==> src/guard_params.svh <==
// Subordinate guard sizes

`ifndef GUARD_PARAMS_SVH
`define GUARD_PARAMS_SVH

// Request address width
`define GUARD_ADDR_W 16

// Read and write data width, also the register port width
`define GUARD_DATA_W 32

// Transaction ID width
`define GUARD_ID_W 4

// Budget and latency counter width
`define GUARD_CNT_W 8

// Depth of the in-flight tracker
`define GUARD_MAX_TXNS 4

`endif
==> src/guard_pkg.sv <==
// Subordinate guard types

`default_nettype none

`include "guard_params.svh"

package guard_pkg;

  // Guard FSM states
  typedef enum logic [1:0] {
    // Traffic passes through
    IDLE        = 2'd0,
    // Answer all tracked IDs with errors
    FAULT_DRAIN = 2'd1,
    // Hold reset request until the subordinate is back
    RESET_WAIT  = 2'd2
  } guard_state_e;

  // Register map of the configuration port
  typedef enum logic [1:0] {
    REQ_BUDGET  = 2'd0,
    RSP_BUDGET  = 2'd1,
    IRQ_STATUS  = 2'd2,
    FAULT_COUNT = 2'd3
  } guard_reg_e;

  // One outstanding transaction
  typedef struct packed {
    logic [`GUARD_ID_W-1:0] id;
    // Set when the response is a write acknowledgement
    logic                   we;
  } track_entry_t;

endpackage

`default_nettype wire

==> src/guard_bus_if.sv <==
// Request and response channel bundle

`default_nettype none

`include "guard_params.svh"

interface guard_bus_if;

  // Request channel, manager to subordinate
  logic                     req_valid;
  logic                     req_ready;
  logic [`GUARD_ADDR_W-1:0] req_addr;
  // High for a write, low for a read
  logic                     req_we;
  logic [`GUARD_DATA_W-1:0] req_wdata;
  logic [`GUARD_ID_W-1:0]   req_id;

  // Response channel, subordinate to manager
  logic                     rsp_valid;
  logic                     rsp_ready;
  logic [`GUARD_ID_W-1:0]   rsp_id;
  logic [`GUARD_DATA_W-1:0] rsp_rdata;
  logic                     rsp_err;

  // Manager side drives the request
  modport mgr (
    output req_valid, req_addr, req_we, req_wdata, req_id,
    input  req_ready,
    input  rsp_valid, rsp_id, rsp_rdata, rsp_err,
    output rsp_ready
  );

  // Subordinate side drives the response
  modport sub (
    input  req_valid, req_addr, req_we, req_wdata, req_id,
    output req_ready,
    output rsp_valid, rsp_id, rsp_rdata, rsp_err,
    input  rsp_ready
  );

endinterface

`default_nettype wire

==> src/slv_guard_top.sv <==
// Subordinate latency guard

`default_nettype none

`include "guard_params.svh"

module slv_guard_top (
  input  wire                       clk_i,
  input  wire                       reset_i,
  input  wire                       guard_ena_i,
  // Manager request
  input  wire                       mgr_req_valid_i,
  output logic                      mgr_req_ready_o,
  input  wire [`GUARD_ADDR_W-1:0]   mgr_req_addr_i,
  input  wire                       mgr_req_we_i,
  input  wire [`GUARD_DATA_W-1:0]   mgr_req_wdata_i,
  input  wire [`GUARD_ID_W-1:0]     mgr_req_id_i,
  // Manager response
  output logic                      mgr_rsp_valid_o,
  input  wire                       mgr_rsp_ready_i,
  output logic [`GUARD_ID_W-1:0]    mgr_rsp_id_o,
  output logic [`GUARD_DATA_W-1:0]  mgr_rsp_rdata_o,
  output logic                      mgr_rsp_err_o,
  // Subordinate request
  output logic                      sub_req_valid_o,
  input  wire                       sub_req_ready_i,
  output logic [`GUARD_ADDR_W-1:0]  sub_req_addr_o,
  output logic                      sub_req_we_o,
  output logic [`GUARD_DATA_W-1:0]  sub_req_wdata_o,
  output logic [`GUARD_ID_W-1:0]    sub_req_id_o,
  // Subordinate response
  input  wire                       sub_rsp_valid_i,
  output logic                      sub_rsp_ready_o,
  input  wire [`GUARD_ID_W-1:0]     sub_rsp_id_i,
  input  wire [`GUARD_DATA_W-1:0]   sub_rsp_rdata_i,
  input  wire                       sub_rsp_err_i,
  // Configuration register port
  input  wire                       reg_valid_i,
  input  wire                       reg_write_i,
  input  wire [1:0]                 reg_addr_i,
  input  wire [`GUARD_DATA_W-1:0]   reg_wdata_i,
  output logic [`GUARD_DATA_W-1:0]  reg_rdata_o,
  // Interrupt and subordinate reset handshake
  output logic                      irq_o,
  output logic                      rst_req_o,
  input  wire                       rst_stat_i
);

  import guard_pkg::*;

  guard_bus_if sub_bus ();

  guard_reg_e              reg_addr;
  guard_state_e            state;
  track_entry_t            head;
  logic                    fault;
  logic                    pop;
  logic                    track_empty;
  logic                    rsp_stall;
  logic [`GUARD_CNT_W-1:0] req_budget;
  logic [`GUARD_CNT_W-1:0] rsp_budget;

  assign reg_addr = guard_reg_e'(reg_addr_i);

  // Subordinate ports onto the bundle
  assign sub_req_valid_o     = sub_bus.req_valid;
  assign sub_req_addr_o      = sub_bus.req_addr;
  assign sub_req_we_o        = sub_bus.req_we;
  assign sub_req_wdata_o     = sub_bus.req_wdata;
  assign sub_req_id_o        = sub_bus.req_id;
  assign sub_bus.req_ready   = sub_req_ready_i;
  assign sub_bus.rsp_valid   = sub_rsp_valid_i;
  assign sub_bus.rsp_id      = sub_rsp_id_i;
  assign sub_bus.rsp_rdata   = sub_rsp_rdata_i;
  assign sub_bus.rsp_err     = sub_rsp_err_i;
  assign sub_rsp_ready_o     = sub_bus.rsp_ready;

  guard_regs i_regs (
    .clk_i        ( clk_i       ),
    .reset_i      ( reset_i     ),
    .reg_valid_i  ( reg_valid_i ),
    .reg_write_i  ( reg_write_i ),
    .reg_addr_i   ( reg_addr    ),
    .reg_wdata_i  ( reg_wdata_i ),
    .reg_rdata_o  ( reg_rdata_o ),
    .fault_i      ( fault       ),
    .req_budget_o ( req_budget  ),
    .rsp_budget_o ( rsp_budget  ),
    .irq_o        ( irq_o       )
  );

  guard_ingress i_ingress (
    .clk_i           ( clk_i           ),
    .reset_i         ( reset_i         ),
    .mgr_req_valid_i ( mgr_req_valid_i ),
    .mgr_req_ready_o ( mgr_req_ready_o ),
    .mgr_req_addr_i  ( mgr_req_addr_i  ),
    .mgr_req_we_i    ( mgr_req_we_i    ),
    .mgr_req_wdata_i ( mgr_req_wdata_i ),
    .mgr_req_id_i    ( mgr_req_id_i    ),
    .sub             ( sub_bus.mgr     ),
    .pass_i          ( state           ),
    .pop_i           ( pop             ),
    .head_o          ( head            ),
    .track_empty_o   ( track_empty     )
  );

  guard_monitor i_monitor (
    .clk_i         ( clk_i       ),
    .reset_i       ( reset_i     ),
    .guard_ena_i   ( guard_ena_i ),
    .sub           ( sub_bus.mgr ),
    .rsp_stall_i   ( rsp_stall   ),
    .track_empty_i ( track_empty ),
    .pop_i         ( pop         ),
    .req_budget_i  ( req_budget  ),
    .rsp_budget_i  ( rsp_budget  ),
    .rst_stat_i    ( rst_stat_i  ),
    .state_o       ( state       ),
    .fault_o       ( fault       ),
    .rst_req_o     ( rst_req_o   )
  );

  guard_egress i_egress (
    .state_i         ( state           ),
    .sub             ( sub_bus.mgr     ),
    .head_i          ( head            ),
    .track_empty_i   ( track_empty     ),
    .mgr_rsp_valid_o ( mgr_rsp_valid_o ),
    .mgr_rsp_ready_i ( mgr_rsp_ready_i ),
    .mgr_rsp_id_o    ( mgr_rsp_id_o    ),
    .mgr_rsp_rdata_o ( mgr_rsp_rdata_o ),
    .mgr_rsp_err_o   ( mgr_rsp_err_o   ),
    .pop_o           ( pop             ),
    .rsp_stall_o     ( rsp_stall       )
  );

endmodule

`default_nettype wire

==> src/guard_egress.sv <==
// Response path and error responder

`default_nettype none

`include "guard_params.svh"

module guard_egress (
  input  wire guard_pkg::guard_state_e  state_i,
  // Subordinate side bundle
  guard_bus_if.mgr                      sub,
  // Oldest tracked transaction
  input  wire guard_pkg::track_entry_t  head_i,
  input  wire                           track_empty_i,
  // Manager response channel
  output logic                          mgr_rsp_valid_o,
  input  wire                           mgr_rsp_ready_i,
  output logic [`GUARD_ID_W-1:0]        mgr_rsp_id_o,
  output logic [`GUARD_DATA_W-1:0]      mgr_rsp_rdata_o,
  output logic                          mgr_rsp_err_o,
  output logic                          pop_o,
  output logic                          rsp_stall_o
);

  import guard_pkg::*;

  always_comb begin
    case (state_i)
      IDLE: begin
        // Plain forwarding, manager ready back-pressures the subordinate
        mgr_rsp_valid_o = sub.rsp_valid;
        mgr_rsp_id_o    = sub.rsp_id;
        mgr_rsp_rdata_o = sub.rsp_rdata;
        mgr_rsp_err_o   = sub.rsp_err;
        sub.rsp_ready   = mgr_rsp_ready_i;
      end
      FAULT_DRAIN: begin
        // Error response for the head entry, subordinate responses dropped
        mgr_rsp_valid_o = ~track_empty_i;
        mgr_rsp_id_o    = head_i.id;
        mgr_rsp_rdata_o = '0;
        mgr_rsp_err_o   = 1'b1;
        sub.rsp_ready   = 1'b1;
      end
      default: begin
        // Late subordinate responses swallowed until reset completes
        mgr_rsp_valid_o = 1'b0;
        mgr_rsp_id_o    = '0;
        mgr_rsp_rdata_o = '0;
        mgr_rsp_err_o   = 1'b0;
        sub.rsp_ready   = 1'b1;
      end
    endcase
  end

  // Every transfer to the manager retires one tracker entry
  assign pop_o = mgr_rsp_valid_o & mgr_rsp_ready_i;

  // Manager holding a valid response
  assign rsp_stall_o = mgr_rsp_valid_o & ~mgr_rsp_ready_i;

endmodule

`default_nettype wire

==> src/guard_monitor.sv <==
// Latency budget counters and guard FSM

`default_nettype none

`include "guard_params.svh"

module guard_monitor (
  input  wire                        clk_i,
  input  wire                        reset_i,
  input  wire                        guard_ena_i,
  // Subordinate bundle, only observed here
  guard_bus_if.mgr                   sub,
  // Response held by the manager
  input  wire                        rsp_stall_i,
  input  wire                        track_empty_i,
  input  wire                        pop_i,
  input  wire [`GUARD_CNT_W-1:0]     req_budget_i,
  input  wire [`GUARD_CNT_W-1:0]     rsp_budget_i,
  // Subordinate reports its reset done
  input  wire                        rst_stat_i,
  output guard_pkg::guard_state_e    state_o,
  output logic                       fault_o,
  output logic                       rst_req_o
);

  import guard_pkg::*;

  guard_state_e            state_q;
  guard_state_e            state_d;
  logic [`GUARD_CNT_W-1:0] req_wait_q;
  logic [`GUARD_CNT_W-1:0] rsp_age_q;
  logic                    req_stall;
  logic                    overrun;

  // Subordinate keeps a valid request waiting
  assign req_stall = sub.req_valid & ~sub.req_ready;

  // Request wait, cleared on acceptance or when no request waits
  always_ff @(posedge clk_i) begin
    if (reset_i) begin
      req_wait_q <= '0;
    end else if ((state_q != IDLE) || !req_stall) begin
      req_wait_q <= '0;
    end else if (req_wait_q != '1) begin
      req_wait_q <= req_wait_q + 1'b1;
    end
  end

  // Age of the oldest outstanding transaction
  always_ff @(posedge clk_i) begin
    if (reset_i) begin
      rsp_age_q <= '0;
    end else if ((state_q != IDLE) || pop_i || track_empty_i) begin
      rsp_age_q <= '0;
    end else if (rsp_stall_i) begin
      // Manager back-pressure is not the subordinate's fault
      rsp_age_q <= rsp_age_q;
    end else if (rsp_age_q != '1) begin
      rsp_age_q <= rsp_age_q + 1'b1;
    end
  end

  // Budgets only checked while enabled and passing traffic
  assign overrun = guard_ena_i && (state_q == IDLE) &&
                   ((req_wait_q > req_budget_i) || (rsp_age_q > rsp_budget_i));

  always_comb begin
    state_d = state_q;
    case (state_q)
      IDLE: begin
        if (overrun) begin
          state_d = FAULT_DRAIN;
        end
      end
      FAULT_DRAIN: begin
        // Egress has answered every tracked ID
        if (track_empty_i) begin
          state_d = RESET_WAIT;
        end
      end
      RESET_WAIT: begin
        if (rst_stat_i) begin
          state_d = IDLE;
        end
      end
      default: state_d = IDLE;
    endcase
  end

  always_ff @(posedge clk_i) begin
    if (reset_i) begin
      state_q <= IDLE;
    end else begin
      state_q <= state_d;
    end
  end

  assign state_o = state_q;
  // High in the last IDLE cycle before the drain
  assign fault_o   = overrun;
  assign rst_req_o = (state_q == RESET_WAIT);

endmodule

`default_nettype wire

==> src/guard_ingress.sv <==
// Request gate and in-flight tracker

`default_nettype none

`include "guard_params.svh"

module guard_ingress (
  input  wire                           clk_i,
  input  wire                           reset_i,
  // Manager request channel
  input  wire                           mgr_req_valid_i,
  output logic                          mgr_req_ready_o,
  input  wire [`GUARD_ADDR_W-1:0]       mgr_req_addr_i,
  input  wire                           mgr_req_we_i,
  input  wire [`GUARD_DATA_W-1:0]       mgr_req_wdata_i,
  input  wire [`GUARD_ID_W-1:0]         mgr_req_id_i,
  // Subordinate side bundle
  guard_bus_if.mgr                      sub,
  // Guard state, requests pass only in IDLE
  input  wire guard_pkg::guard_state_e  pass_i,
  // Pop from egress on each answered transaction
  input  wire                           pop_i,
  output guard_pkg::track_entry_t       head_o,
  output logic                          track_empty_o
);

  import guard_pkg::*;

  localparam int PTR_W = $clog2(`GUARD_MAX_TXNS);
  localparam logic [PTR_W:0]   DEPTH    = (PTR_W + 1)'(`GUARD_MAX_TXNS);
  localparam logic [PTR_W-1:0] LAST_PTR = PTR_W'(`GUARD_MAX_TXNS - 1);

  // Tracker storage, no reset needed
  track_entry_t     track_mem [`GUARD_MAX_TXNS];
  logic [PTR_W-1:0] wr_ptr_q;
  logic [PTR_W-1:0] rd_ptr_q;
  // Occupancy, one bit wider than the pointers
  logic [PTR_W:0]   count_q;
  logic             pass;
  logic             full;
  logic             push;
  logic             pop;

  assign pass = (pass_i == IDLE);
  assign full = (count_q == DEPTH);

  // Valid and ready both blocked when full or not in IDLE
  assign sub.req_valid   = mgr_req_valid_i & pass & ~full;
  assign mgr_req_ready_o = sub.req_ready & pass & ~full;

  // Payload goes straight through
  assign sub.req_addr  = mgr_req_addr_i;
  assign sub.req_we    = mgr_req_we_i;
  assign sub.req_wdata = mgr_req_wdata_i;
  assign sub.req_id    = mgr_req_id_i;

  assign push = sub.req_valid & sub.req_ready;
  // Ignore a pop on an empty tracker
  assign pop  = pop_i & ~track_empty_o;

  always_ff @(posedge clk_i) begin
    if (push) begin
      track_mem[wr_ptr_q] <= '{id: mgr_req_id_i, we: mgr_req_we_i};
    end
  end

  // Pointers wrap at the tracker depth
  always_ff @(posedge clk_i) begin
    if (reset_i) begin
      wr_ptr_q <= '0;
      rd_ptr_q <= '0;
    end else begin
      if (push) begin
        wr_ptr_q <= (wr_ptr_q == LAST_PTR) ? '0 : wr_ptr_q + 1'b1;
      end
      if (pop) begin
        rd_ptr_q <= (rd_ptr_q == LAST_PTR) ? '0 : rd_ptr_q + 1'b1;
      end
    end
  end

  // Push and pop together leave the count unchanged
  always_ff @(posedge clk_i) begin
    if (reset_i) begin
      count_q <= '0;
    end else if (push && !pop) begin
      count_q <= count_q + 1'b1;
    end else if (pop && !push) begin
      count_q <= count_q - 1'b1;
    end
  end

  assign head_o        = track_mem[rd_ptr_q];
  assign track_empty_o = (count_q == '0);

endmodule

`default_nettype wire

==> src/guard_regs.sv <==
// Guard configuration registers

`default_nettype none

`include "guard_params.svh"

module guard_regs (
  input  wire                         clk_i,
  input  wire                         reset_i,
  // Register access port
  input  wire                         reg_valid_i,
  input  wire                         reg_write_i,
  input  wire guard_pkg::guard_reg_e  reg_addr_i,
  input  wire [`GUARD_DATA_W-1:0]     reg_wdata_i,
  output logic [`GUARD_DATA_W-1:0]    reg_rdata_o,
  // One-cycle fault pulse from the monitor
  input  wire                         fault_i,
  output logic [`GUARD_CNT_W-1:0]     req_budget_o,
  output logic [`GUARD_CNT_W-1:0]     rsp_budget_o,
  output logic                        irq_o
);

  import guard_pkg::*;

  localparam int FCNT_W = 8;

  logic [`GUARD_CNT_W-1:0] req_budget_q;
  logic [`GUARD_CNT_W-1:0] rsp_budget_q;
  logic                    irq_q;
  logic [FCNT_W-1:0]       fault_cnt_q;
  logic                    wr_en;
  logic                    rd_en;
  logic                    irq_clr;

  assign wr_en = reg_valid_i & reg_write_i;
  assign rd_en = reg_valid_i & ~reg_write_i;
  // Write one to bit 0 clears the pending interrupt
  assign irq_clr = wr_en & (reg_addr_i == IRQ_STATUS) & reg_wdata_i[0];

  // Budgets, reset to the largest value
  always_ff @(posedge clk_i) begin
    if (reset_i) begin
      req_budget_q <= '1;
      rsp_budget_q <= '1;
    end else if (wr_en) begin
      if (reg_addr_i == REQ_BUDGET) begin
        req_budget_q <= reg_wdata_i[`GUARD_CNT_W-1:0];
      end
      if (reg_addr_i == RSP_BUDGET) begin
        rsp_budget_q <= reg_wdata_i[`GUARD_CNT_W-1:0];
      end
    end
  end

  // Sticky irq, a new fault beats a clear in the same cycle
  always_ff @(posedge clk_i) begin
    if (reset_i) begin
      irq_q <= 1'b0;
    end else if (fault_i) begin
      irq_q <= 1'b1;
    end else if (irq_clr) begin
      irq_q <= 1'b0;
    end
  end

  // Fault counter, stops at all ones
  always_ff @(posedge clk_i) begin
    if (reset_i) begin
      fault_cnt_q <= '0;
    end else if (fault_i && (fault_cnt_q != '1)) begin
      fault_cnt_q <= fault_cnt_q + 1'b1;
    end
  end

  // Read data one cycle after the request
  always_ff @(posedge clk_i) begin
    if (rd_en) begin
      case (reg_addr_i)
        REQ_BUDGET:  reg_rdata_o <= `GUARD_DATA_W'(req_budget_q);
        RSP_BUDGET:  reg_rdata_o <= `GUARD_DATA_W'(rsp_budget_q);
        IRQ_STATUS:  reg_rdata_o <= `GUARD_DATA_W'(irq_q);
        FAULT_COUNT: reg_rdata_o <= `GUARD_DATA_W'(fault_cnt_q);
        default:     reg_rdata_o <= '0;
      endcase
    end
  end

  assign req_budget_o = req_budget_q;
  assign rsp_budget_o = rsp_budget_q;
  assign irq_o        = irq_q;

endmodule

`default_nettype wire

==> config.mk <==
export PLATFORM = sky130hd
export DESIGN_NAME = slv_guard_top
export DESIGN_NICKNAME = d
export VERILOG_FILES = /design/src/guard_pkg.sv /design/src/guard_bus_if.sv /design/src/slv_guard_top.sv /design/src/guard_egress.sv /design/src/guard_monitor.sv /design/src/guard_ingress.sv /design/src/guard_regs.sv
export VERILOG_INCLUDE_DIRS = /design/src
export SDC_FILE = /design/constraint.sdc
export NUM_CORES = 1
export LEC_CHECK = 0
export BUFFER_PORTS_ARGS = -buffer_cell sky130_fd_sc_hd__buf_4
export CAP_MARGIN = 25
export CORE_UTILIZATION = 40
export CTS_CLUSTER_DIAMETER = 60
export DETAILED_ROUTE_END_ITERATION = 10
export GPL_TIMING_DRIVEN = 0
export PLACE_DENSITY_LB_ADDON = 0.3
export SETUP_SLACK_MARGIN = 0.15
export SYNTH_ARGS = -nofsm -noshare
export SYNTH_HDL_FRONTEND = slang
export SYNTH_SLANG_ARGS = --single-unit
==> constraint.sdc <==
create_clock -name clk_i -period 2.5 [get_ports clk_i]
set_clock_uncertainty 0.05 [all_clocks]
set_input_delay 0 -clock clk_i [delete_from_list [all_inputs] [get_ports clk_i]]
set_output_delay 0 -clock clk_i [all_outputs]
set_load 0.1 [all_outputs]
# --- Yosys cells after proc, flatten, opt, wreduce, memory -nomap -nowiden ---
# Memory sizes are Yosys's and may differ from the RTL's. A register that Yosys moved wholly into a read port is not among the register bits.
# Index checks and enable logic that the tools add are counted.
word_totals:
  reg_bits: 82
  ram_bits: 20
  inputBits: 134
  out_inout_bits: 128
  n_memories: 1
classes:
  n_addsub: 7
  magnitude_cmp: 2
  n_eq_ne: 14
  mux: 20
  n_bitwise: 19
  n_reduce_logical: 24
mem_list:
  columns: ["memory", "depth", "word_bits", "read_ports", "rd_ports_with_merged_regs", "wr", "line_no", "text"]
  rows:
  - ["i_ingress.track_mem", 4, 5, 1, 1, 1, "guard_ingress.sv:34", "track_entry_t track_mem [`GUARD_MAX_TXNS];"]
ops:
  columns: ["operator", "n"]
  rows:
  - ["32-bit case mux with 4 select lines", 1]
  - ["32-bit 2-to-1 mux", 1]
  - ["8-bit by 1-bit adder with 8-bit output (second input constant)", 3]
  - ["8-bit != test (second input constant)", 3]
  - ["8-bit > comparator", 2]
  - ["2-bit 2-to-1 mux", 7]
  - ["1-bit AND", 13]
  - ["2-bit equality test (second input constant)", 5]
  - ["4-bit case mux with 2 select lines", 1]
  - ["3-bit 2-to-1 mux", 2]
  - ["1-bit NOT", 6]
  - ["2-bit case mux with 3 select lines", 1]
  - ["2-bit AND reduction", 3]
  - ["2-bit nonzero test", 3]
  - ["1-bit logical AND", 5]
  - ["1-bit 2-to-1 mux", 5]
  - ["2-bit by 1-bit adder with 2-bit output (second input constant)", 2]
  - ["2-bit by 1-bit equality test with 1-bit output (second input constant)", 2]
  - ["2-bit logical NOT", 2]
  - ["1-bit logical OR", 4]
  - ["2-bit != test (second input constant)", 2]
  - ["1-bit case mux with 2 select lines", 2]
  - ["2-bit OR reduction", 2]
  - ["3-bit by 1-bit adder with 3-bit output (second input constant)", 1]
  - ["other kinds (6)", 8]

# --- Depth between registers and ports, before layout ---
# Gate-level depths: netlist of run 1.
logic_depth:
  ltp_word: 8
  mapped_depth: 11

# --- Worst setup path before layout of run 1 ---
# No wires, ideal clock.
synth_path:
  path_kind: "register -> register"
  startpoint: "register i_monitor.state_q[1] (netlist: i_monitor.state_o[1])"
  endpoint: "register i_ingress.count_q[2]"
  setup_ns: 0.071
  t_arrival_ns: 3.327
  setup_slack_ns: -0.948
  path_stages_with_launch: 11
  n_path_buf: 1
  period_less_slack_ns: 3.448
  path_cell_list: "dfxtp_1 > buf_2 > o21bai_1 > nor2_1 > nand3_1 > ha_1 > inv_1 > fa_1 > xor2_1 > or3_1 > a21oi_1"
synth_via:
  elab_chain_cells: 7
  elab_cells_between_ends: 14
synth_lines:
  columns: ["element", "line_no", "text"]
  rows:
  - ["start: declaration", "guard_monitor.sv:28", "guard_state_e state_q;"]
  - ["start signal: assignment", "guard_monitor.sv:94", "state_q <= state_d;"]
  - ["2-bit by 1-bit equality test with 1-bit output or 2-bit logical NOT (tied branches)", "guard_egress.sv:27", "case (state_i)"]
  - ["1-bit case mux with 2 select lines (*)", "guard_egress.sv:27", null]
  - ["named net mgr_rsp_valid_o", "slv_guard_top.sv:19", "output logic mgr_rsp_valid_o,"]
  - ["1-bit AND (*)", "guard_egress.sv:56", "assign pop_o = mgr_rsp_valid_o & mgr_rsp_ready_i;"]
  - ["1-bit AND (*)", "guard_ingress.sv:59", "assign pop = pop_i & ~track_empty_o;"]
  - ["1-bit logical NOT", "guard_ingress.sv:86", "end else if (push && !pop) begin"]
  - ["1-bit logical AND", "guard_ingress.sv:86", null]
  - ["3-bit 2-to-1 mux or 2-bit nonzero test (tied branches)", null, null]
  - ["end signal: assignment", "guard_ingress.sv:87", "count_q <= count_q + 1'b1;"]
  - ["end signal: assignment", "guard_ingress.sv:89", "count_q <= count_q - 1'b1;"]
  - ["end: declaration", "guard_ingress.sv:38", "logic [PTR_W:0] count_q;"]
# The timed path passes the listed nets; every way through them passes the cells marked *.
# A chain may end at the register's enable or synchronous reset.

# --- Worst setup path in the final report of run 1 ---
layout_path:
  startpoint: "register i_monitor.state_q[0] (netlist: i_monitor.state_o[0])"
  endpoint: "register i_ingress.count_q[2]"
layout_via:
  elab_chain_cells: 7
  elab_cells_between_ends: 14
layout_lines:
  columns: ["element", "line_no", "text"]
  rows:
  - ["2-bit logical NOT (*)", "guard_ingress.sv:44", "assign pass = (pass_i == IDLE);"]
  - ["1-bit AND (*) (2 in series)", "guard_ingress.sv:48", "assign sub.req_valid = mgr_req_valid_i & pass & ~full;"]
  - ["1-bit AND (*)", "guard_ingress.sv:57", "assign push = sub.req_valid & sub.req_ready;"]
  - ["named net i_ingress.push", "guard_ingress.sv:41", "logic push;"]
  - ["1-bit logical NOT", "guard_ingress.sv:88", "end else if (pop && !push) begin"]
  - ["1-bit logical AND", "guard_ingress.sv:88", null]
  - ["2-bit nonzero test (no line)", null, null]
# Marked as above.

==> summary.md, run 1 <==
| Metric | Value |
|---|---|
| Clock input transition at the sequential cells of the worst setup and hold paths | 60 ps |
| Leading cell types by count after synthesis | sky130_fd_sc_hd__buf_4 (78), sky130_fd_sc_hd__dfxtp_1 (52), sky130_fd_sc_hd__nor2_1 (42) |
| Crit Path Max Fanout | 10 |
| Final Net Count | 868 |
| Detail Placement HPWL | 8820 µm |
| CP required | 2710 ps |
| Number of buffers created by CTS | 9 |
| Most instantiated flip-flop cell in the synthesis netlist | sky130_fd_sc_hd__dfxtp_1 |
| Mean instance size in the synthesized netlist | 9.32 µm² |
| Via count | 4068 |
| Synthesized cell area | 4570 µm² |
| Number of global-route vias before repair | 3643 |
| Number of buffers on the longest clock path | 2 |
| Post-synthesis cell type count | 47 |
| Detailed-router iteration count before antenna repair | 4 |
| Violation count after the first detailed-routing iteration | 196 |
| Critical Path Start Type | register |
| Power density relative to cell area | 635 nW/µm² |
| Io pins | 262 |
| Core region area | 11000 µm² |
| Final worst path period share | 0.934 |
| Ys async rst share | 0 |
| Hold Violations, Final | 0 |
| Worst min-delay path category | primary input to register |
| Measured slew at the worst slew-check pin | 791 ps |
| H-tree depth reported by CTS | 3 |
| Horizontal extent of the die | 109 µm |
| Aggregate global-route resource usage | 0.181 |
| Timing-limited maximum frequency | 428 MHz |
| Cell total after placement | 818 |
| Final routed wirelength across all metal layers | 11200 µm |
| Filler Cell Count | 915 |
| Min Tclk post-route | 2340 ps |
| Placement row count | 38 |
| Via/cell ratio | 4.77 |
| Status | finished, final reports clean |
| Worst-Skew Late Latency | 340 ps |
| Leakage | 0.00315 µW |
| Initial antenna violation count | 0 |
| Final weighted congestion in routability-driven placement | 0.775 |
| Worst-case vdd ir drop | 0.000437 V |
| Max-slew violations | 0 |
| Number of port buffers | 164 |
| Number of non-filler instances in the completed layout | 853 |
| Count of synthesis-stage warnings from yosys | 0 |
| Worst setup path class | register to register |
| Endpoints failing setup | 0 |
| Die Y | 109 µm |
| Largest net degree at the start of global routing | 13 |
| Number of diodes added for antenna fixing | 0 |
| Wire length of the first global-routing pass | 16500 µm |
| Initial standard-cell utilization of the core | 0.416 |
| Remaining DRCs | 0 |
| Area growth from synthesis to layout | 45.8% |
| Flops & latches, synth | 76 |
| Floorplan die area | 11900 µm² |
| Clock tree from TritonCTS | done |
| Share of the yosys chip area belonging to registers | 0.385 |
| Cell type contributing the most total cell area after synthesis | sky130_fd_sc_hd__dfxtp_1 |
| Worst endpoint data arrival time | 2550 ps |
| Cell count after synthesis | 491 |
| Drt wl/cell | 13.1 µm |
| Unrepaired setup endpoints after global routing | true |
| Overflow after GRT | 0 |
| Leading cell type by number of instances after synthesis | sky130_fd_sc_hd__buf_4 |
| Slew margin rel. | 0.472 |
| Critical path capture point type | register |
| Buffer type at the clock tree root | sky130_fd_sc_hd__clkbuf_16 |
| CTS sink cnt | 76 |
| Maximum capacitance violations | 0 |
| Dominant cells by area after synthesis | sky130_fd_sc_hd__dfxtp_1 (23%), sky130_fd_sc_hd__edfxtp_1 (16%), sky130_fd_sc_hd__buf_4 (13%), sky130_fd_sc_hd__ha_1 (6.8%), sky130_fd_sc_hd__and2_1 (5.5%) |
| Final ANT Viol Nets | 0 |
| Number of synthesized flops with an enable pin | 24 |
| Area share of the leading cell type in the synthesized netlist | 0.228 |
| Fraction of layout cells with a size suffix above 1 | 0.414 |
| Post-layout utilization of the core | 0.607 |
[layout make-up]
cell class	count	area (µm²)	share of cell area
Sequential cell	76	1770	0.265
Buffer	93	668	0.100
Inverter	24	90.1	0.0135
Timing Repair Buffer	183	1410	0.211
Clock inverter	5	52.6	0.00788
Multi-Input combinational cell	321	2270	0.341
Clock buffer	11	233	0.0349
Tap cell	140	175	0.0263
[layout by cell type (no fill, tap or decap), types with 12 or more instances in the layout]
master                            n
sky130_fd_sc_hd__buf_4          247
sky130_fd_sc_hd__dfxtp_1         47
sky130_fd_sc_hd__and2_1          40
sky130_fd_sc_hd__nor2_1          39
sky130_fd_sc_hd__nand2_1         34
sky130_fd_sc_hd__conb_1          24
sky130_fd_sc_hd__edfxtp_1        24
sky130_fd_sc_hd__ha_1            23
sky130_fd_sc_hd__inv_1           22
sky130_fd_sc_hd__mux2i_1         21
sky130_fd_sc_hd__o211ai_1        17
sky130_fd_sc_hd__nand4_1         14
sky130_fd_sc_hd__clkbuf_1        13
sky130_fd_sc_hd__dlygate4sd3_1   13
sky130_fd_sc_hd__o21ai_0         12
[flip-flops by register name (all words and copies together) (netlist names), 3 cells and up, named ones only]
name and count:
i_ingress.track_mem 16, i_regs.rsp_budget_o 8, i_monitor.req_wait_q 8, i_regs.reg_rdata_o 8, i_regs.req_budget_o 8, i_monitor.rsp_age_q 8
i_regs.fault_cnt_q 8, i_ingress.count_q 3
[final timing paths]
kind	start	end	slack (ps)	cells after the start
worst max-delay path	i_monitor.state_o[0]	i_ingress.count_q[2]	160	11
worst min-delay path	reg_addr_i[0]	i_regs.req_budget_o[7]	20	4
worst max register to register	i_monitor.state_o[0]	i_ingress.count_q[2]	160	11
worst min register to register	i_regs.fault_cnt_q[4]	i_regs.fault_cnt_q[4]	480	2
[cell families (layout without fill, tap and decap cells)]
family          after synthesis  in the layout  synth area share
simple gates                176            176             0.199
flops                        76             76             0.385
xor+xnor                     12             12            0.0230
fa+ha+maj                    26             26            0.0728
compound gates               55             55            0.0829
other cells                   1             24          0.000820
mux                          28             28            0.0755
buf+inv                     117            316             0.161
[worst max-delay path: stages (launching register included)]
cell	delay [ps]
sky130_fd_sc_hd__dfxtp_4	360
sky130_fd_sc_hd__buf_6	150
sky130_fd_sc_hd__nor2_4	100
sky130_fd_sc_hd__a21boi_4	200
sky130_fd_sc_hd__and3_4	200
sky130_fd_sc_hd__buf_6	110
sky130_fd_sc_hd__ha_4	130
sky130_fd_sc_hd__inv_2	40
sky130_fd_sc_hd__fa_2	340
sky130_fd_sc_hd__xor2_1	150
sky130_fd_sc_hd__or3_1	320
sky130_fd_sc_hd__a21oi_2	110
[metrics by stage]
stage / setup WS [ps] / cell area (µm²) / hold slack (ps) / TNS, ps / total power (µW)
detailed placement: -134 / 6140 / 168 / -134 / 2940
global route: 75.4 / 6670 / 43.4 / 0 / 4380
floorplan: 156 / 4730 / 48.9 / 0 / 2640
global placement: -110 / 6140 / 162 / -110 / 2910
finish: 164 / 6670 / 16.2 / 0 / 4230
CTS: 137 / 6590 / 9.94 / 0 / 4230
[report_power, final]
part | leakage, µW | switching (µW) | total (µW) | internal, µW
Combinational | 0.00237 | 1100 | 1550 | 454
Sequential | 0.000643 | 70.7 | 1410 | 1340
Clock | 0.000141 | 503 | 1270 | 768
[metal layers]
layer | global-route usage | wire length [µm]
met1 | 0.207 | 4300
met2 | 0.334 | 5820
met3 | 0.0329 | 934
met4 | 0.0666 | 157
met5 | 0 | 0
[repair_timing]
action                     4_1_cts  5_1_grt
setup buffers                    2        4
hold buffers                    13        0
setup endpoints to repair        3        9
hold endpoints to repair        34        0
gates resized for setup          4       15
pin swaps                        2        4
(Power assumes the default switching activity.)
==> run 2: changes to the inputs <==
--- a/config.mk
+++ b/config.mk
@@ -8,7 +8,8 @@
 export LEC_CHECK = 0
 export BUFFER_PORTS_ARGS = -buffer_cell sky130_fd_sc_hd__buf_4
 export CAP_MARGIN = 25
-export CORE_UTILIZATION = 40
+export CORE_UTILIZATION = 46
+export CTS_BUF_LIST = sky130_fd_sc_hd__clkbuf_4 sky130_fd_sc_hd__clkbuf_8
 export CTS_CLUSTER_DIAMETER = 60
 export DETAILED_ROUTE_END_ITERATION = 10
 export GPL_TIMING_DRIVEN = 0
==> constraint.sdc (replaced) <==
create_clock -name clk_i -period 2.2 [get_ports clk_i]
set_clock_uncertainty 0.05 [all_clocks]
set_input_delay 0 -clock clk_i [delete_from_list [all_inputs] [get_ports clk_i]]
set_output_delay 0 -clock clk_i [all_outputs]
set_load 0.1 [all_outputs]
==> summary.md, run 2 (synthesized netlist as in run 1, its figures left out) <==
| Metric | Value |
|---|---|
| Clock tree from TritonCTS | done |
| Highest-count cells in the layout ignoring fill and taps | sky130_fd_sc_hd__buf_4 (224), sky130_fd_sc_hd__dfxtp_1 (41), sky130_fd_sc_hd__nor2_1 (39) |
| Buffer type at the clock tree root | sky130_fd_sc_hd__clkbuf_8 |
| Endpoints failing setup | 7 |
| Final weighted congestion in routability-driven placement | 0.825 |
| Initial standard-cell utilization of the core | 0.472 |
| Timing-limited maximum frequency | 432 MHz |
| Placement row count | 36 |
| Final Net Count | 886 |
| Initial antenna violation count | 0 |
| Endpoint with the worst hold slack | i_regs.req_budget_o[1] |
| CTS sink cnt | 76 |
| Final worst path period share | 1.05 |
| Endpoint of the worst-slack reg-to-reg timing path | i_ingress.count_q[2] |
| Io pins | 262 |
| Clock input transition at the sequential cells of the worst setup and hold paths | 90 ps |
| Area growth from synthesis to layout | 61.2% |
| Startpoint of the lowest-slack hold path | reg_addr_i[1] |
| Number of buffers and inverters on the critical path | 3 |
| Unrepaired setup endpoints after global routing | true |
| Die Y | 102 µm |
| Crit-path cells | buf_8 -> nor2_4 -> a21boi_4 -> and3_4 -> buf_6 -> ha_4 -> inv_2 -> fa_2 -> xor2_1 -> or3_1 -> a21oi_1 |
| Via count | 4372 |
| Worst setup path class | register to register |
| Leakage | 0.00343 µW |
| Fraction of layout cells with a size suffix above 1 | 0.502 |
| Critical path capture point type | register |
| Max-slew violations | 0 |
| Largest net degree at the start of global routing | 14 |
| Area after detailed placement | 6130 µm² |
| Worst min-delay path category | primary input to register |
| Kind of cell adding the most delay to the critical path | simple AND/OR/NAND/NOR gates |
| Drt wl/cell | 16.1 µm |
| Measured slew at the worst slew-check pin | 838 ps |
| Number of buffers created by CTS | 9 |
| Flip-flop count of the largest register, all copies and words added | 16 |
| Final design area excluding fillers | 7370 µm² |
| Hold Violations, Final | 0 |
| Detailed-router iteration count before antenna repair | 4 |
| Worst hold path cell count | 4 |
| Worst endpoint data arrival time | 2550 ps |
| Number of non-filler instances in the completed layout | 864 |
| Largest reg by FF count | i_ingress.track_mem |
| Core region area | 9680 µm² |
| Final routed wirelength across all metal layers | 13900 µm |
| Violation count after the first detailed-routing iteration | 214 |
| Min Tclk post-route | 2320 ps |
| Aggregate global-route resource usage | 0.233 |
| Reg2Reg Launch Point | i_monitor.state_o[0] |
| Floorplan die area | 10300 µm² |
| Cell total after placement | 811 |
| Final ANT Viol Nets | 0 |
| Min setup slack post-route | -115 ps |
| Detail Placement HPWL | 9060 µm |
| Number of buffers on the longest clock path | 2 |
| Failing checks | setup timing |
| Overflow after GRT | 0 |
| FF-to-FF path depth | 11 |
| Maximum capacitance violations | 0 |
| Most common cell after layout, fill and taps aside | sky130_fd_sc_hd__buf_4 |
| Wire length of the first global-routing pass | 18300 µm |
| Number of diodes added for antenna fixing | 0 |
| Power density relative to cell area | 615 nW/µm² |
| Critical Path Start Type | register |
| Post-layout utilization of the core | 0.761 |
| Worst-Skew Late Latency | 350 ps |
| Worst-case vdd ir drop | 0.000598 V |
| Slew margin rel. | 0.440 |
| Slowest library cell on the worst path | sky130_fd_sc_hd__dfxtp_4 |
| CP required | 2430 ps |
| Status | finished with violations |
| Horizontal extent of the die | 102 µm |
| Via/cell ratio | 5.06 |
| Crit Path Max Fanout | 2 |
| Worst R2R Setup Slack | -120 ps |
| Number of global-route vias before repair | 4034 |
| Largest stage delay, worst path | 360 ps |
| Remaining DRCs | 0 |
| H-tree depth reported by CTS | 3 |
| Number of port buffers | 164 |
[run 2: cell types whose count changed in the layout (fill, tap and decap cells not counted), moves of 5 or more]
cell	delta
sky130_fd_sc_hd__clkbuf_1	-5
sky130_fd_sc_hd__and2_4	+29
sky130_fd_sc_hd__buf_6	+5
sky130_fd_sc_hd__and2_1	-30
sky130_fd_sc_hd__dfxtp_2	+5
sky130_fd_sc_hd__clkbuf_8	+9
sky130_fd_sc_hd__clkbuf_16	-7
sky130_fd_sc_hd__buf_4	-23
sky130_fd_sc_hd__buf_12	+30
sky130_fd_sc_hd__dfxtp_1	-6
[run 2: through the flow]
step	power, µW	hold WS, ps	setup slack, ps	setup TNS, ps
4_1_cts	4420	0.0919	-105	-105
2_1_floorplan	3000	48.9	-144	-281
5_1_grt	4700	33.4	-219	-798
6_report	4530	17.5	-115	-237
3_5_place_dp	3340	167	-432	-968
3_3_place_gp	3300	166	-367	-661
[run 2: cell type report]
class	instances	area (µm²)
multi-input combinational	321	2470
sequential	76	1780
timing repair buffer	201	1990
tap	133	166
buffer	93	702
clock inverter	5	37.5
clock buffer	11	139
fill	593	2310
inverter	24	90.1
[run 2: power breakdown]
part | switching [µW] | leakage, µW | internal (µW) | total [µW]
Sequential | 85.7 | 0.000644 | 1520 | 1610
Combinational | 1310 | 0.00270 | 625 | 1940
Clock | 551 | 0.0000868 | 440 | 991
[run 2: how the worst max path moves through the flow]
stage | cells after the start | start | slack (ps) | end
after global routing | 11 | i_monitor.state_o[0] | -220 | i_ingress.count_q[2]
final | 11 | i_monitor.state_o[0] | -120 | i_ingress.count_q[2]
after CTS | 11 | i_monitor.state_o[0] | -100 | i_ingress.count_q[2]
after detailed placement | 11 | i_monitor.state_o[0] | -430 | i_ingress.count_q[2]
after floorplan | 10 | i_monitor.state_o[1] | -140 | i_ingress.count_q[2]
after global placement | 11 | i_monitor.state_o[0] | -370 | i_ingress.count_q[2]
[run 2: metal layers]
metal  GRT usage  vias to the layer above  part of all wire
li1            -                     2055                 -
met1       0.258                     2071              0.37
met4       0.119                        0             0.029
met3      0.0400                       39             0.060
met5           0                        -                 0
met2       0.428                      207              0.54
[run 2: what timing repair did]
action / in CTS / in global routing
pin swaps: 14 / 45
hold buffers: 16 / 0
cloned: 1 / 2
gates resized for setup: 96 / 93
setup buffers: 12 / 6
endpoints found under the hold margin: 38 / 0
setup endpoints to repair: 14 / 43
[run 2: worst register-to-register path: cells and delay by family, from the launching register on]
kind            cells  cell delay, ps
buf+inv             3             260
xor+xnor            1             160
flops               1             360
fa+ha+maj           2             480
simple gates        3             610
compound gates      2             340
==> run 3: changes to the inputs <==
--- a/config.mk
+++ b/config.mk
@@ -8,12 +8,14 @@
 export LEC_CHECK = 0
 export BUFFER_PORTS_ARGS = -buffer_cell sky130_fd_sc_hd__buf_4
 export CAP_MARGIN = 25
-export CORE_UTILIZATION = 46
+export CELL_PAD_IN_SITES_DETAIL_PLACEMENT = 2
+export CELL_PAD_IN_SITES_GLOBAL_PLACEMENT = 2
+export CORE_UTILIZATION = 25
 export CTS_BUF_LIST = sky130_fd_sc_hd__clkbuf_4 sky130_fd_sc_hd__clkbuf_8
 export CTS_CLUSTER_DIAMETER = 60
 export DETAILED_ROUTE_END_ITERATION = 10
 export GPL_TIMING_DRIVEN = 0
-export PLACE_DENSITY_LB_ADDON = 0.3
+export PLACE_DENSITY_LB_ADDON = 0.05
 export SETUP_SLACK_MARGIN = 0.15
 export SYNTH_ARGS = -nofsm -noshare
 export SYNTH_HDL_FRONTEND = slang
==> summary.md, run 3 (synthesized netlist as in run 1, its figures left out) <==
| Metric | Value |
|---|---|
| Number of buffers created by CTS | 9 |
| Endpoint with the worst hold slack | i_monitor.rsp_age_q[2] |
| Io pins | 262 |
| Critical path capture point type | register |
| Number of buffers on the longest clock path | 2 |
| Largest reg by FF count | i_ingress.track_mem |
| Power, Total | 4790 µW |
| Worst-case vdd ir drop | 0.000223 V |
| Unrepaired setup endpoints after global routing | true |
| Measured slew at the worst slew-check pin | 809 ps |
| Initial antenna violation count | 2 |
| Overflow after GRT | 0 |
| Cell total after placement | 907 |
| Final Net Count | 893 |
| Worst R2R Setup Slack | -200 ps |
| Floorplan die area | 18800 µm² |
| CP required | 2460 ps |
| Final ANT Viol Nets | 0 |
| Final routed wirelength across all metal layers | 17400 µm |
| Final weighted congestion in routability-driven placement | 0.771 |
| Buffer type at the clock tree root | sky130_fd_sc_hd__clkbuf_8 |
| Failing checks | setup timing |
| Die Y | 137 µm |
| Clock tree from TritonCTS | done |
| Leakage | 0.00355 µW |
| Crit Path Max Fanout | 3 |
| Post-layout utilization of the core | 0.429 |
| Violation count after the first detailed-routing iteration | 129 |
| Via/cell ratio | 4.51 |
| Horizontal extent of the die | 137 µm |
| Clock input transition at the sequential cells of the worst setup and hold paths | 90 ps |
| Highest-count cells in the layout ignoring fill and taps | sky130_fd_sc_hd__buf_4 (220), sky130_fd_sc_hd__dfxtp_1 (42), sky130_fd_sc_hd__nor2_1 (40) |
| Worst-Skew Late Latency | 370 ps |
| Number of non-filler instances in the completed layout | 969 |
| Detail Placement HPWL | 12600 µm |
| H-tree depth reported by CTS | 3 |
| Min Tclk post-route | 2400 ps |
| Final hold slack | 2.05 ps |
| Worst slack at placement | -525 ps |
| Critical Path Start Type | register |
| Initial standard-cell utilization of the core | 0.255 |
| Drt wl/cell | 17.9 µm |
| Kind of cell adding the most delay to the critical path | simple AND/OR/NAND/NOR gates |
| Worst setup path class | register to register |
| Placement row count | 49 |
| Core region area | 18000 µm² |
| Worst hold path cell count | 4 |
| Slowest library cell on the worst path | sky130_fd_sc_hd__dfxtp_4 |
| Largest stage delay, worst path | 360 ps |
| Max-slew violations | 0 |
| Reg2Reg Launch Point | i_monitor.state_o[0] |
| CTS sink cnt | 76 |
| Wire length of the first global-routing pass | 23800 µm |
| Crit-path cells | buf_8 -> nor2_4 -> a21boi_4 -> and3_4 -> buf_6 -> ha_4 -> inv_2 -> fa_2 -> xor2_1 -> or3_1 -> a21oi_2 |
| Timing-limited maximum frequency | 416 MHz |
| Remaining DRCs | 0 |
| Min setup slack post-route | -202 ps |
| Number of buffers and inverters on the critical path | 3 |
| Detailed-router iteration count before antenna repair | 4 |
| Power density relative to cell area | 622 nW/µm² |
| Most common cell after layout, fill and taps aside | sky130_fd_sc_hd__buf_4 |
| Maximum capacitance violations | 0 |
| Startpoint of the lowest-slack hold path | reset_i |
| Worst endpoint data arrival time | 2660 ps |
| Flip-flop count of the largest register, all copies and words added | 16 |
| Worst min-delay path category | primary input to register |
| Status | finished with violations |
| Number of port buffers | 164 |
| Slew margin rel. | 0.457 |
| Endpoint of the worst-slack reg-to-reg timing path | i_ingress.count_q[2] |
| Fraction of layout cells with a size suffix above 1 | 0.512 |
| Via count | 4366 |
| Number of global-route vias before repair | 4532 |
| Largest net degree at the start of global routing | 15 |
| Area growth from synthesis to layout | 68.4% |
| Aggregate global-route resource usage | 0.169 |
| Hold Violations, Final | 0 |
| Endpoints failing setup | 25 |
| Final worst path period share | 1.09 |
| FF-to-FF path depth | 11 |
==> run 3: changes by cell type in the layout (fill, tap and decap cells not counted), moves of 3 or more <==
cell	change
sky130_fd_sc_hd__buf_8	+3
sky130_fd_sc_hd__and2_4	+3
sky130_fd_sc_hd__buf_4	-4
sky130_fd_sc_hd__buf_12	+4
sky130_fd_sc_hd__buf_6	+3
sky130_fd_sc_hd__ha_4	-3
sky130_fd_sc_hd__and2_1	-3
==> run 3: through the flow <==
stage,area [µm²],TNS (ps)
after floorplan,4730,-281
after global routing,7700,-3860
after CTS,7120,-529
after global placement,6250,-2630
after detailed placement,6250,-2710
final,7700,-1380
==> run 3: layout make-up <==
class                      count  area, µm²
antenna                        2       5.00
buffer                        93        706
clock buffer                   9        124
clock inverter                 7       98.8
fill                        1893      10300
inverter                      24       90.1
multi-input combinational    321       2480
sequential                    76       1780
tap                          229        287
timing repair buffer         208       2140
==> run 3: report_power, final <==
group          total (µW)  switching [µW]  internal, µW
Clock                1230             589           646
Sequential           1600            83.3          1520
Combinational        1960            1330           626
==> run 3: per-layer routing <==
layer,track usage,part of all wire,vias to the layer above
li1,-,-,2068
met5,0,0,-
met1,0.175,0.38,2113
met4,0.0525,0.024,0
met3,0.0342,0.055,23
met2,0.334,0.54,162
==> run 3: tightest hold or removal path: cells and delay by family <==
family | cells | cell delay (ps)
AOI/OAI and AO/OA | 2 | 230
buffers and inverters | 2 | 150
==> run 3: worst max path at each step <==
stage,startpoint,endpoint,cells after the start
6_report,i_monitor.state_o[0],i_ingress.count_q[2],11
5_1_grt,i_monitor.state_o[0],i_ingress.count_q[2],11
4_1_cts,i_monitor.state_o[0],i_ingress.count_q[2],11
3_5_place_dp,i_monitor.state_o[0],i_ingress.count_q[2],11
3_3_place_gp,i_monitor.state_o[0],i_ingress.count_q[2],11
2_1_floorplan,i_monitor.state_o[1],i_ingress.count_q[2],10
==> run 3: what timing repair did <==
action / in CTS / in global routing
endpoints found under the setup margin: 43 / 51
gates resized for setup: 100 / 115
pin swaps: 18 / 39
cloned: 1 / 3
setup buffers: 14 / 10
endpoints found under the hold margin: 35 / 0
hold buffers: 16 / 0
